## src/rtl/rom_check_pkg.sv

```systemverilog
// ####################
// Shared types for the ROM integrity checker
// Digest words, multi-bit booleans, comparator FSM encoding
// and the per-region result bundle
// Import with a wildcard in the module header
// ####################

package rom_check_pkg;

  // Width of one digest word
  localparam int unsigned WordW = 32;

  typedef logic [WordW-1:0] word_t;

  // Multi-bit boolean, only two patterns are legal
  localparam int unsigned MuBi4W = 4;

  typedef logic [MuBi4W-1:0] mubi4_t;

  localparam mubi4_t MuBi4True  = 4'h6;
  localparam mubi4_t MuBi4False = 4'h9;

  // Sparse comparator encoding
  // Pairwise Hamming distance of at least 3
  typedef enum logic [4:0] {
    Waiting  = 5'b00100,
    Checking = 5'b10010,
    Done     = 5'b11001
  } cmp_state_e;

  // Status of one region as seen by the collector
  typedef struct packed {
    logic done;
    logic match;
    logic alert;
  } lane_result_t;

  // Map a plain flag onto the multi-bit encoding
  function automatic mubi4_t mubi4_from_bool(logic flag);
    mubi4_t res;
    res = flag ? MuBi4True : MuBi4False;
    return res;
  endfunction

endpackage

```

## src/rtl/rom_check_dispatch.sv

```systemverilog
// ####################
// Request dispatcher of the ROM checker
// Turns the rising edge of a four-phase request
// into a single start pulse for all region comparators
// ####################

module rom_check_dispatch (
  input  logic clk_i,
  input  logic rst_ni,

  // Four-phase request from the requester
  input  logic req_i,

  // One-cycle pulse, fanned out to every comparator
  output logic start_o
);

  // Request level seen on the previous edge
  logic req_q;

  // Registered start pulse
  logic start_q;
  logic start_d;

  // New request only on a low to high transition
  // Repeated requests are passed on on purpose
  // so the comparators can flag a start out of order
  assign start_d = req_i & ~req_q;

  always_ff @(posedge clk_i or negedge rst_ni) begin
    if (!rst_ni) begin
      req_q <= 1'b0;
    end else begin
      req_q <= req_i;
    end
  end

  // Pulse is high for the cycle after the edge
  // that first samples the request
  always_ff @(posedge clk_i or negedge rst_ni) begin
    if (!rst_ni) begin
      start_q <= 1'b0;
    end else begin
      start_q <= start_d;
    end
  end

  assign start_o = start_q;

endmodule

```

## src/rtl/rom_check_compare.sv

```systemverilog
// ####################
// Per-region digest comparator
// Walks the computed and expected digest one word per cycle
// after a start pulse and parks in Done
// Reports done, match and a consistency alert to the collector
// ####################

module rom_check_compare
  import rom_check_pkg::*;
#(
  parameter int unsigned NumWords = 4
) (
  input  logic                      clk_i,
  input  logic                      rst_ni,

  input  logic                      start_i,

  // Word 0 sits at the least significant bits
  input  logic [NumWords*WordW-1:0] digest_i,
  input  logic [NumWords*WordW-1:0] exp_digest_i,

  output lane_result_t              result_o
);

  localparam int unsigned AddrW = (NumWords > 1) ? $clog2(NumWords) : 1;
  localparam logic [AddrW-1:0] LastAddr = AddrW'(NumWords - 1);

  cmp_state_e state_q, state_d;

  // Plain address register, guarded by the consistency checks below
  logic [AddrW-1:0] addr_q, addr_d;

  // Sticky equality flag
  logic match_q, match_d;

  // Currently addressed word pair
  word_t digest_word;
  word_t exp_word;

  logic fsm_alert;
  logic start_alert;
  logic wait_addr_alert;
  logic done_addr_alert;

  assign digest_word = digest_i[addr_q*WordW +: WordW];
  assign exp_word    = exp_digest_i[addr_q*WordW +: WordW];

  always_comb begin
    state_d   = state_q;
    addr_d    = addr_q;
    match_d   = match_q;
    fsm_alert = 1'b0;
    case (state_q)
      Waiting: begin
        if (start_i) begin
          state_d = Checking;
        end
      end
      Checking: begin
        // Fold in the word pair of this cycle
        match_d = match_q & (digest_word == exp_word);
        if (addr_q == LastAddr) begin
          state_d = Done;
        end else begin
          addr_d = addr_q + 1'b1;
        end
      end
      Done: begin
        // Terminal, left only through reset
      end
      default: begin
        fsm_alert = 1'b1;
      end
    endcase
  end

  always_ff @(posedge clk_i or negedge rst_ni) begin
    if (!rst_ni) begin
      state_q <= Waiting;
      addr_q  <= '0;
      match_q <= 1'b1;
    end else begin
      state_q <= state_d;
      addr_q  <= addr_d;
      match_q <= match_d;
    end
  end

  // Start is only legal while idle
  assign start_alert = start_i & (state_q != Waiting);

  // Address must rest at 0 before and at the last word after the walk
  assign wait_addr_alert = (state_q == Waiting) & (addr_q != '0);
  assign done_addr_alert = (state_q == Done) & (addr_q != LastAddr);

  assign result_o.done  = (state_q == Done);
  assign result_o.match = match_q;
  assign result_o.alert = fsm_alert | start_alert | wait_addr_alert | done_addr_alert;

endmodule

```

## src/rtl/rom_check_collect.sv

```systemverilog
// ####################
// Result collector of the ROM checker
// Waits until every region is done, latches the verdict
// and the fail map, and completes the four-phase handshake
// Also gathers the consistency alerts of all regions
// ####################

module rom_check_collect
  import rom_check_pkg::*;
#(
  parameter int unsigned NumRegions = 4
) (
  input  logic                             clk_i,
  input  logic                             rst_ni,

  input  logic                             req_i,
  input  lane_result_t [NumRegions-1:0]    results_i,

  output logic                             ack_o,
  output mubi4_t                           good_o,
  output logic         [NumRegions-1:0]    fail_map_o,
  output logic                             alert_o
);

  logic all_done;
  logic all_match;
  logic any_alert;
  logic [NumRegions-1:0] fail_d;

  logic ack_q;
  mubi4_t good_q;
  logic [NumRegions-1:0] fail_q;
  logic alert_q;

  // Reduce the region results
  always_comb begin
    all_done  = 1'b1;
    all_match = 1'b1;
    any_alert = 1'b0;
    fail_d    = '0;
    for (int unsigned r = 0; r < NumRegions; r++) begin
      all_done  = all_done & results_i[r].done;
      all_match = all_match & results_i[r].match;
      any_alert = any_alert | results_i[r].alert;
      fail_d[r] = ~results_i[r].match;
    end
  end

  always_ff @(posedge clk_i or negedge rst_ni) begin
    if (!rst_ni) begin
      ack_q   <= 1'b0;
      good_q  <= MuBi4False;
      fail_q  <= '0;
      alert_q <= 1'b0;
    end else begin
      // Open request and every region finished
      if (!ack_q && req_i && all_done) begin
        ack_q  <= 1'b1;
        fail_q <= fail_d;
        good_q <= mubi4_from_bool(all_match);
      end else if (ack_q && !req_i) begin
        // Requester withdrew, close the handshake
        ack_q <= 1'b0;
      end
      // Once raised, stays until reset
      alert_q <= alert_q | any_alert;
    end
  end

  assign ack_o      = ack_q;
  assign good_o     = good_q;
  assign fail_map_o = fail_q;
  assign alert_o    = alert_q;

endmodule

```

## src/rtl/rom_check_top.sv

```systemverilog
// ####################
// Top level of the ROM integrity checker
// Dispatcher, one comparator per region, and the collector
// Digest buses carry region 0, word 0 at the low bits
// ####################

module rom_check_top
  import rom_check_pkg::*;
#(
  parameter int unsigned NumRegions = 4,
  parameter int unsigned NumWords   = 4
) (
  input  logic                                 clk_i,
  input  logic                                 rst_ni,

  // Four-phase handshake
  input  logic                                 req_i,
  output logic                                 ack_o,

  // Computed and expected digests, stable while the check runs
  input  logic [NumRegions*NumWords*WordW-1:0] digest_i,
  input  logic [NumRegions*NumWords*WordW-1:0] exp_digest_i,

  output mubi4_t                               good_o,
  output logic [NumRegions-1:0]                fail_map_o,
  output logic                                 alert_o
);

  // Bits per region slice
  localparam int unsigned RegionW = NumWords * WordW;

  logic start;
  lane_result_t [NumRegions-1:0] results;

  rom_check_dispatch i_dispatch (
    .clk_i   (clk_i),
    .rst_ni  (rst_ni),
    .req_i   (req_i),
    .start_o (start)
  );

  // One comparator per region
  for (genvar r = 0; r < NumRegions; r++) begin : gen_region
    rom_check_compare #(
      .NumWords (NumWords)
    ) i_compare (
      .clk_i        (clk_i),
      .rst_ni       (rst_ni),
      .start_i      (start),
      .digest_i     (digest_i[r*RegionW +: RegionW]),
      .exp_digest_i (exp_digest_i[r*RegionW +: RegionW]),
      .result_o     (results[r])
    );
  end

  rom_check_collect #(
    .NumRegions (NumRegions)
  ) i_collect (
    .clk_i      (clk_i),
    .rst_ni     (rst_ni),
    .req_i      (req_i),
    .results_i  (results),
    .ack_o      (ack_o),
    .good_o     (good_o),
    .fail_map_o (fail_map_o),
    .alert_o    (alert_o)
  );

endmodule

```

## config.mk

```make
export PLATFORM = sky130hd
export DESIGN_NAME = rom_check_top
export DESIGN_NICKNAME = d
export VERILOG_FILES = /design/src/rtl/rom_check_pkg.sv /design/src/rtl/rom_check_dispatch.sv /design/src/rtl/rom_check_compare.sv /design/src/rtl/rom_check_collect.sv /design/src/rtl/rom_check_top.sv
export SDC_FILE = /design/constraint.sdc
export NUM_CORES = 1
export LEC_CHECK = 0
export ABC_AREA = 1
export BUFFER_PORTS_ARGS = -buffer_cell sky130_fd_sc_hd__buf_2
export CAP_MARGIN = 15
export CELL_PAD_IN_SITES_DETAIL_PLACEMENT = 1
export CELL_PAD_IN_SITES_GLOBAL_PLACEMENT = 2
export CORE_AREA = 2 2 398 400
export DETAILED_ROUTE_END_ITERATION = 12
export DIE_AREA = 0 0 400 402
export PLACE_DENSITY_LB_ADDON = 0.1
export SETUP_SLACK_MARGIN = 0.05
export SKIP_CTS_REPAIR_TIMING = 1
export SYNTH_ARGS = -nofsm -noshare
export SYNTH_HDL_FRONTEND = slang
export SYNTH_SLANG_ARGS = --single-unit
```

## constraint.sdc

```tcl
create_clock -name clk_i -period 1.44 [get_ports clk_i]
set_input_delay 0.144 -clock clk_i [delete_from_list [all_inputs] [get_ports clk_i]]
set_output_delay 0.144 -clock clk_i [all_outputs]
set_load 0.005 [all_outputs]
```

==> results.yml, run 1 <==
global_route:
  antenna_found_initial: 102
  grt_usage: 0.114
  grt_overflow: 0
  grt_max_degree: 39
  grt_pass1_wl_um: 130000
  first_global_vias: 18300
hold_path:
  min_path_type: "primary input to register"
  min_from: "req_i"
  holdPathStages: 3
  hold_end: "i_collect.ack_o"
floorplan:
  die_height_um: 402
  core_area_sq_mm: 0.157
  die_area_sq_mm: 0.161
  die_x_um: 400
  start_util: 0.0674
  fp-row-count: 146
  pin_count: 1037
worst_setup_path:
  start_kind: "register"
  rrSetupSlack_ps: -200
  path_depth: 12
  r2r_cells: 12
  cp_max_fo: 13
  crit_family: "simple AND/OR/NAND/NOR gates"
  r2r-end: "gen_region[2].i_compare.match_q"
  critPathSlowestCell: "dfrtp_1"
  r2r-start: "gen_region[2].i_compare.addr_q[0]"
  crit_path_frequent_cell: "nand2_1"
  crit_start: "gen_region[2].i_compare.addr_q[0]"
  cpPeakStageDelay_ps: 420
  cp_data_arrival_time_ps: 1910
  cp.required_ps: 1710
  crit_chain: "buf_12, a21oi_1, nand3_1, nand2_1, nand2_1, nor2_1, nand2_1, nor2_1, nand2_2, nand3_1, nand2_1, inv_1"
  critPathKind: "register to register"
  end_kind: "register"
  crit_buf_inv: 2
final_layout:
  num-fill-cells: 19700
  nNetsFinal: 4400
  syn_to_final_growth_pct: 93.0
  drive_above_1_share: 0.400
timing:
  finalCriticalPeriod_ps: 1640
  timing.slew.headroom: 0.742
  holdWs_ps: 93.3
  max_freq_mhz: 609
  rsz0062_at_grt: "true"
  setup_viol: 7
  fin_skew_ps: 6.80
  hold_viol: 0
  post-route-period-util: 1.14
  fin_ws_ps: -203
  tightest_slew_ps: 385
  setup-tns-final_ps: -845
  final-max-slew-violation-count: 0
yosys:
  netlist_instances: 2204
  ys_warn_count: 0
  yosysMostFrequentCell: "nand2_1"
  synth_seq_cells: 38
  yosys.area.top_type: "nand2_1"
  synth_seq_area_share: 0.0909
  syn_nets: 3239
  ys.flop_type: "dfrtp_1"
  avgSynthCellArea_sq_um: 4.80
  syn_area_sq_mm: 0.0106
  synth_edf_count: 0
  synth_common_cells: "nand2_1, inv_1, nor2_1, o21ai_0, nand3_1"
  synthArstFlopShare: 1.00
  ys_types: 24
  synthTopCellsByArea: "nand2_1, inv_1, nor2_1"
  synth_top_area_frac: 0.248
clock_tree:
  cts_sinks: 38
  clk_latency_ps: 320
  cts_buffer_depth: 2
  cts_tree: "done"
  root_buffer: "clkbuf_16"
  htreeDepth: 2
  path_clk_slew_ps: 70
  numCtsBuffers: 5
pwr:
  p_seq_frac: 0.162
  p_per_area_mw_per_mm2: 324
  p_leak_nw: 11.9
  switchingPower_mw: 2.61
  sw_frac_of_total: 0.395
  power_frac_comb: 0.598
  vdd_drop_max_mv: 0.401
  clockPowerShare: 0.240
  p_int_mw: 4.01
outcome:
  status: "finished, violations left"
  violations: "negative setup slack"
route:
  vias: 17000
  firstDrtPassIters: 4
  drtIter0Drc: 455
  drc: 0
  wl_per_cell_um: 17.7
  routed_wl_um: 96900
  viasPerCell: 3.12
  final_antenna_net_count: 0
job:
  max_cap_violations: 0
placement:
  numPortBuffers: 1036
  dp_hpwl_um: 91800
  gp_congestion: 0.802
tightest hold or removal path, stage by stage:
cell	delay (ps)
buf_2	110
nand2_1	60
nand2_2	60
worst max path at each step:
stage / end / slack [ps]
detailed placement: gen_region[1].i_compare.match_q / -900
floorplan: i_collect.alert_o / 60
CTS: gen_region[1].i_compare.match_q / -920
global placement: gen_region[1].i_compare.match_q / -880
finish: gen_region[2].i_compare.match_q / -200
global route: gen_region[1].i_compare.match_q / -340
cells in the final DEF, fill, tap and decap left out, types with 3 or more instances in the layout:
cell type,Yosys,routed
a21oi_1,50,41
a21oi_2,0,9
buf_12,0,18
buf_2,0,1036
buf_4,6,87
buf_6,4,17
clkbuf_16,0,8
clkinv_4,0,3
dfrtp_1,29,26
dfrtp_2,0,3
dfstp_2,9,9
diode_2,0,28
ha_4,0,5
inv_1,514,507
inv_2,4,7
nand2_1,698,659
nand2_2,0,31
nand2_4,0,8
nand3_1,124,109
nand3_2,0,14
nand3b_1,4,4
nand4_1,11,11
nor2_1,359,330
nor2_2,0,22
nor2_4,0,7
nor3_1,10,8
o211ai_1,4,4
o21ai_0,163,147
o21ai_1,8,18
o21ai_2,0,6
o22ai_1,7,5
or2_2,38,36
xnor2_1,72,72
xor2_1,76,75
metal layers:
layer  wire [um]  global-route usage  up-vias
met5         472                   0        -
met4        1180              0.0170       76
met3        6750              0.0335      169
met2       51600               0.221      603
met1       36900               0.123     7319
li1            -                   -     8875
power groups by stage:
stage                     sequential, mW  combinational (mW)  clock [mW]
after detailed placement            1.09                4.05           0
after CTS                           1.07                4.07        1.72
after global routing                1.07                4.55        1.76
after global placement              1.09                4.06           0
after floorplan                     1.09                1.49           0
final                               1.07                3.96        1.59
per-stage QoR:
stage / util / area, sq um / total power [mW] / cells / setup WS, ps
finish: 0.130 / 20400 / 6.62 / 5466 / -203
global route: 0.130 / 20400 / 7.38 / 5457 / -344
detailed placement: 0.122 / 19200 / 5.14 / 5403 / -897
floorplan: - / 10600 / 2.58 / 2204 / 56.3
CTS: 0.124 / 19400 / 6.87 / 5411 / -919
global placement: 0.122 / 19200 / 5.15 / 5403 / -878
layout make-up:
class	count	area, sq um	share of cell area
Timing Repair inverter	1	30.0	0.00147
Multi-Input combinational cell	1637	8120	0.397
Antenna cell	28	70.1	0.00343
Tap cell	2072	2590	0.127
Timing Repair Buffer	1164	6500	0.318
Clock buffer	5	125	0.00613
Inverter	518	1960	0.0959
Clock inverter	3	68.8	0.00337
Sequential cell	38	966	0.0473
flip-flops by register name, indices dropped and copies added, names as in the netlist:
| name | flops |
|---|---|
| gen_region.i_compare.addr_q | 8 |
| gen_region.i_compare.match_q | 4 |
| gen_region.i_compare.state_q | 16 |
| i_collect.ack_o | 1 |
| i_collect.alert_o | 1 |
| i_collect.fail_map_o | 4 |
| i_collect.good_o | 2 |
| i_dispatch.req_q | 1 |
| i_dispatch.start_o | 1 |
cell families (layout without fill, tap and decap cells):
| group | count (synthesis) | after routing | synth area share |
|---|---|---|---|
| simple gates | 1247 | 1247 | 0.472 |
| buf+inv | 529 | 1691 | 0.193 |
| compound gates | 234 | 234 | 0.113 |
| xor+xnor | 148 | 148 | 0.122 |
| flops | 38 | 38 | 0.0909 |
| fa+ha+maj | 8 | 8 | 0.00946 |
| other cells | 0 | 28 | 0 |
No activity file was read; power rests on OpenSTA's default activity.
==> inputs of run 2 (changes only) <==
--- a/config.mk
+++ b/config.mk
@@ -7,15 +7,12 @@
 export LEC_CHECK = 0
 export ABC_AREA = 1
 export BUFFER_PORTS_ARGS = -buffer_cell sky130_fd_sc_hd__buf_2
-export CAP_MARGIN = 15
-export CELL_PAD_IN_SITES_DETAIL_PLACEMENT = 1
-export CELL_PAD_IN_SITES_GLOBAL_PLACEMENT = 2
-export CORE_AREA = 2 2 398 400
+export CORE_AREA = 2 2 409 411
 export DETAILED_ROUTE_END_ITERATION = 12
-export DIE_AREA = 0 0 400 402
-export PLACE_DENSITY_LB_ADDON = 0.1
+export DIE_AREA = 0 0 411 413
 export SETUP_SLACK_MARGIN = 0.05
 export SKIP_CTS_REPAIR_TIMING = 1
 export SYNTH_ARGS = -nofsm -noshare
 export SYNTH_HDL_FRONTEND = slang
+export SYNTH_HIERARCHICAL = 1
 export SYNTH_SLANG_ARGS = --single-unit
==> run 2 against run 1 <==
Compared with the run above:
- the run still ends with negative setup slack left
- total power fell by 0.58%
- die area rose by 5.6%
- worst hold slack improved by 250 ps
- critical path type unchanged
- core utilization fell by 0.82 points
- sequential share of layout area barely moved
- synthesized cell count rose by 1.3%
==> results.yml, run 2 <==
timing:
  fin_ws_ps: -220
  post-route-period-util: 1.15
  setup_viol: 11
  setup-tns-final_ps: -1050
  timing.slew.headroom: 0.650
  hold_viol: 0
  final-max-slew-violation-count: 0
  max_freq_mhz: 602
  tightest_slew_ps: 526
  fin_skew_ps: 15.7
  finalCriticalPeriod_ps: 1660
  rsz0062_at_grt: "true"
global_route:
  busiest_layer: "met2"
  met2_usage: 0.246
  antenna_found_initial: 289
  grt_usage: 0.144
  use_met1: 0.153
  grt_overflow: 0
  grt_max_degree: 16
  grt_pass1_wl_um: 157000
  met3_usage: 0.0872
  first_global_vias: 15700
yosys:
  yosys.area.top_type: "nand2_1"
  synthArstFlopShare: 1.00
  netlist_instances: 2233
  synth_seq_cells: 38
  synthTopCellsByArea: "nand2_1, inv_1, nor2_1"
  synth_common_cells: "nand2_1, inv_1, nor2_1, o21ai_0, nand3_1"
  yosysMostFrequentCell: "nand2_1"
  ys_warn_count: 6
  avgSynthCellArea_sq_um: 4.79
  synth_seq_area_share: 0.0899
  syn_nets: 3268
  synth_edf_count: 0
  ys.flop_type: "dfrtp_1"
  syn_area_sq_mm: 0.0107
  ys_types: 24
  synth_top_area_frac: 0.251
clock_tree:
  root_buffer: "clkbuf_16"
  cts_sinks: 38
  cts_tree: "done"
  cts_buffer_depth: 2
  clk_latency_ps: 330
  htreeDepth: 2
  numCtsBuffers: 5
  path_clk_slew_ps: 70
worst_setup_path:
  rrSetupSlack_ps: -220
  crit_path_frequent_cell: "nand2_1"
  end_kind: "register"
  r2r-start: "gen_region[1].i_compare/addr_q[0]"
  cp_data_arrival_time_ps: 1920
  cpPeakStageDelay_ps: 420
  crit_start: "gen_region[1].i_compare/addr_q[0]"
  crit_chain: "inv_2, buf_4, nor2_1, nand3_1, nand2_2, nand2_1, inv_1, nand2_1, nor2_1, nand2_1, nand3_2, nand2_1, inv_1"
  r2r-end: "gen_region[1].i_compare/match_q"
  cp_max_fo: 5
  cp.required_ps: 1700
  critPathKind: "register to register"
  r2r_cells: 13
  endpoint: "gen_region[1].i_compare/match_q"
  critPathSlowestCell: "dfrtp_2"
  start_kind: "register"
route:
  routed_wl_um: 130000
  viasPerCell: 3.32
  firstDrtPassIters: 5
  wl_per_cell_um: 23.1
  final_antenna_net_count: 0
  vias: 18700
  drtIter0Drc: 1242
  drc: 0
floorplan:
  start_util: 0.0645
  pin_count: 1037
  core_area_sq_mm: 0.166
  die_x_um: 411
  die_height_um: 413
  die_area_sq_mm: 0.170
  fp-row-count: 150
final_layout:
  syn_to_final_growth_pct: 89.0
  top_register: "gen_region.i_compare/state_q"
  reg_top3: "gen_region.i_compare/state_q (16), gen_region.i_compare/addr_q (8)"
  final_area_sq_mm: 0.0202
  nNetsFinal: 4406
  largest_reg_flops: 16
  layout_commonest_cell: "buf_2"
  drive_above_1_share: 0.377
  final_cell_mix: "buf_2, nand2_1, inv_1, nor2_1, o21ai_0"
placement:
  dpl-instance-area_sq_mm: 0.0194
  gp_congestion: 1.01
  numPortBuffers: 1036
  dp_hpwl_um: 124000
pwr:
  p_leak_nw: 11.7
  vdd_drop_max_mv: 0.496
  p_per_area_mw_per_mm2: 326
job:
  max_cap_violations: 0
outcome:
  status: "finished, violations left"
  violations: "negative setup slack"
hold_path:
  min_path_type: "primary input to async pin"
==> run 2: cell types whose count changed after synthesis, moves of 3 or more <==
cell / change
o22ai_1: -3
nand4_1: -7
inv_1: +6
nor2_2: +3
nor3_1: +7
o211ai_1: +4
nor2_1: +7
buf_4: +4
nand2_1: +18
o21ai_0: -7
==> run 2: per-stage QoR <==
| stage | power [mW] | hold slack [ps] | worst slack, ps | std cells | util |
|---|---|---|---|---|---|
| final | 6.58 | 341 | -220 | 5627 | 0.122 |
| after global routing | 7.18 | 367 | -357 | 5596 | 0.121 |
| after CTS | 6.72 | -217 | -327 | 5565 | 0.118 |
| after detailed placement | 4.91 | 171 | -294 | 5557 | 0.117 |
| after global placement | 4.88 | 170 | -318 | 5557 | 0.117 |
| after floorplan | 2.58 | -152 | 52.1 | 2233 | - |
==> run 2: power by group <==
| group | internal [mW] | switching, mW |
|---|---|---|
| clock | 1.00 | 0.641 |
| sequential | 1.07 | 0.00236 |
| combinational | 1.87 | 2.00 |
| total | 3.94 | 2.64 |
==> run 2: worst min path at each step <==
stage | startpoint | to | slack, ps | depth (start not counted)
global route | rst_ni | gen_region[2].i_compare/state_q[4] | 370 | 2
CTS | rst_ni | gen_region[2].i_compare/state_q[4] | -220 | 1
detailed placement | rst_ni | gen_region[2].i_compare/state_q[4] | 170 | 1
floorplan | rst_ni | gen_region[0].i_compare/addr_q[0] | -150 | 0
global placement | rst_ni | gen_region[2].i_compare/state_q[4] | 170 | 1
finish | rst_ni | gen_region[2].i_compare/state_q[4] | 340 | 2
==> run 2: logic make-up after synthesis <==
family,share of synthesized area
xor+xnor,0.121
compound gates,0.107
buf+inv,0.195
fa+ha+maj,0.00936
flops,0.0899
simple gates,0.477
==> run 2: worst max-delay path, delay by kind of cell, from the launching register on <==
kind | cells | cell delay (ps)
AND/OR/NAND/NOR | 9 | 820
flip-flops | 1 | 420
buffers and inverters | 4 | 340
==> run 2: layer usage <==
metal / vias up / routed length (um) / part of all wire
met2: 1232 / 60400 / 0.46
met3: 532 / 18400 / 0.14
met5: - / 1160 / 0.0089
met1: 7801 / 46300 / 0.36
met4: 174 / 3690 / 0.028
li1: 8931 / - / -
==> run 2: final cells by class <==
type / count / area, sq um
fillers: 19900 / 146000
multi-input cells: 1657 / 7970
repair buffers: 1145 / 6240
well taps: 2204 / 2760
inverters: 524 / 1970
flip-flops and latches: 38 / 966
diodes: 51 / 128
clock buffers: 5 / 125
clock inverters: 3 / 68.8
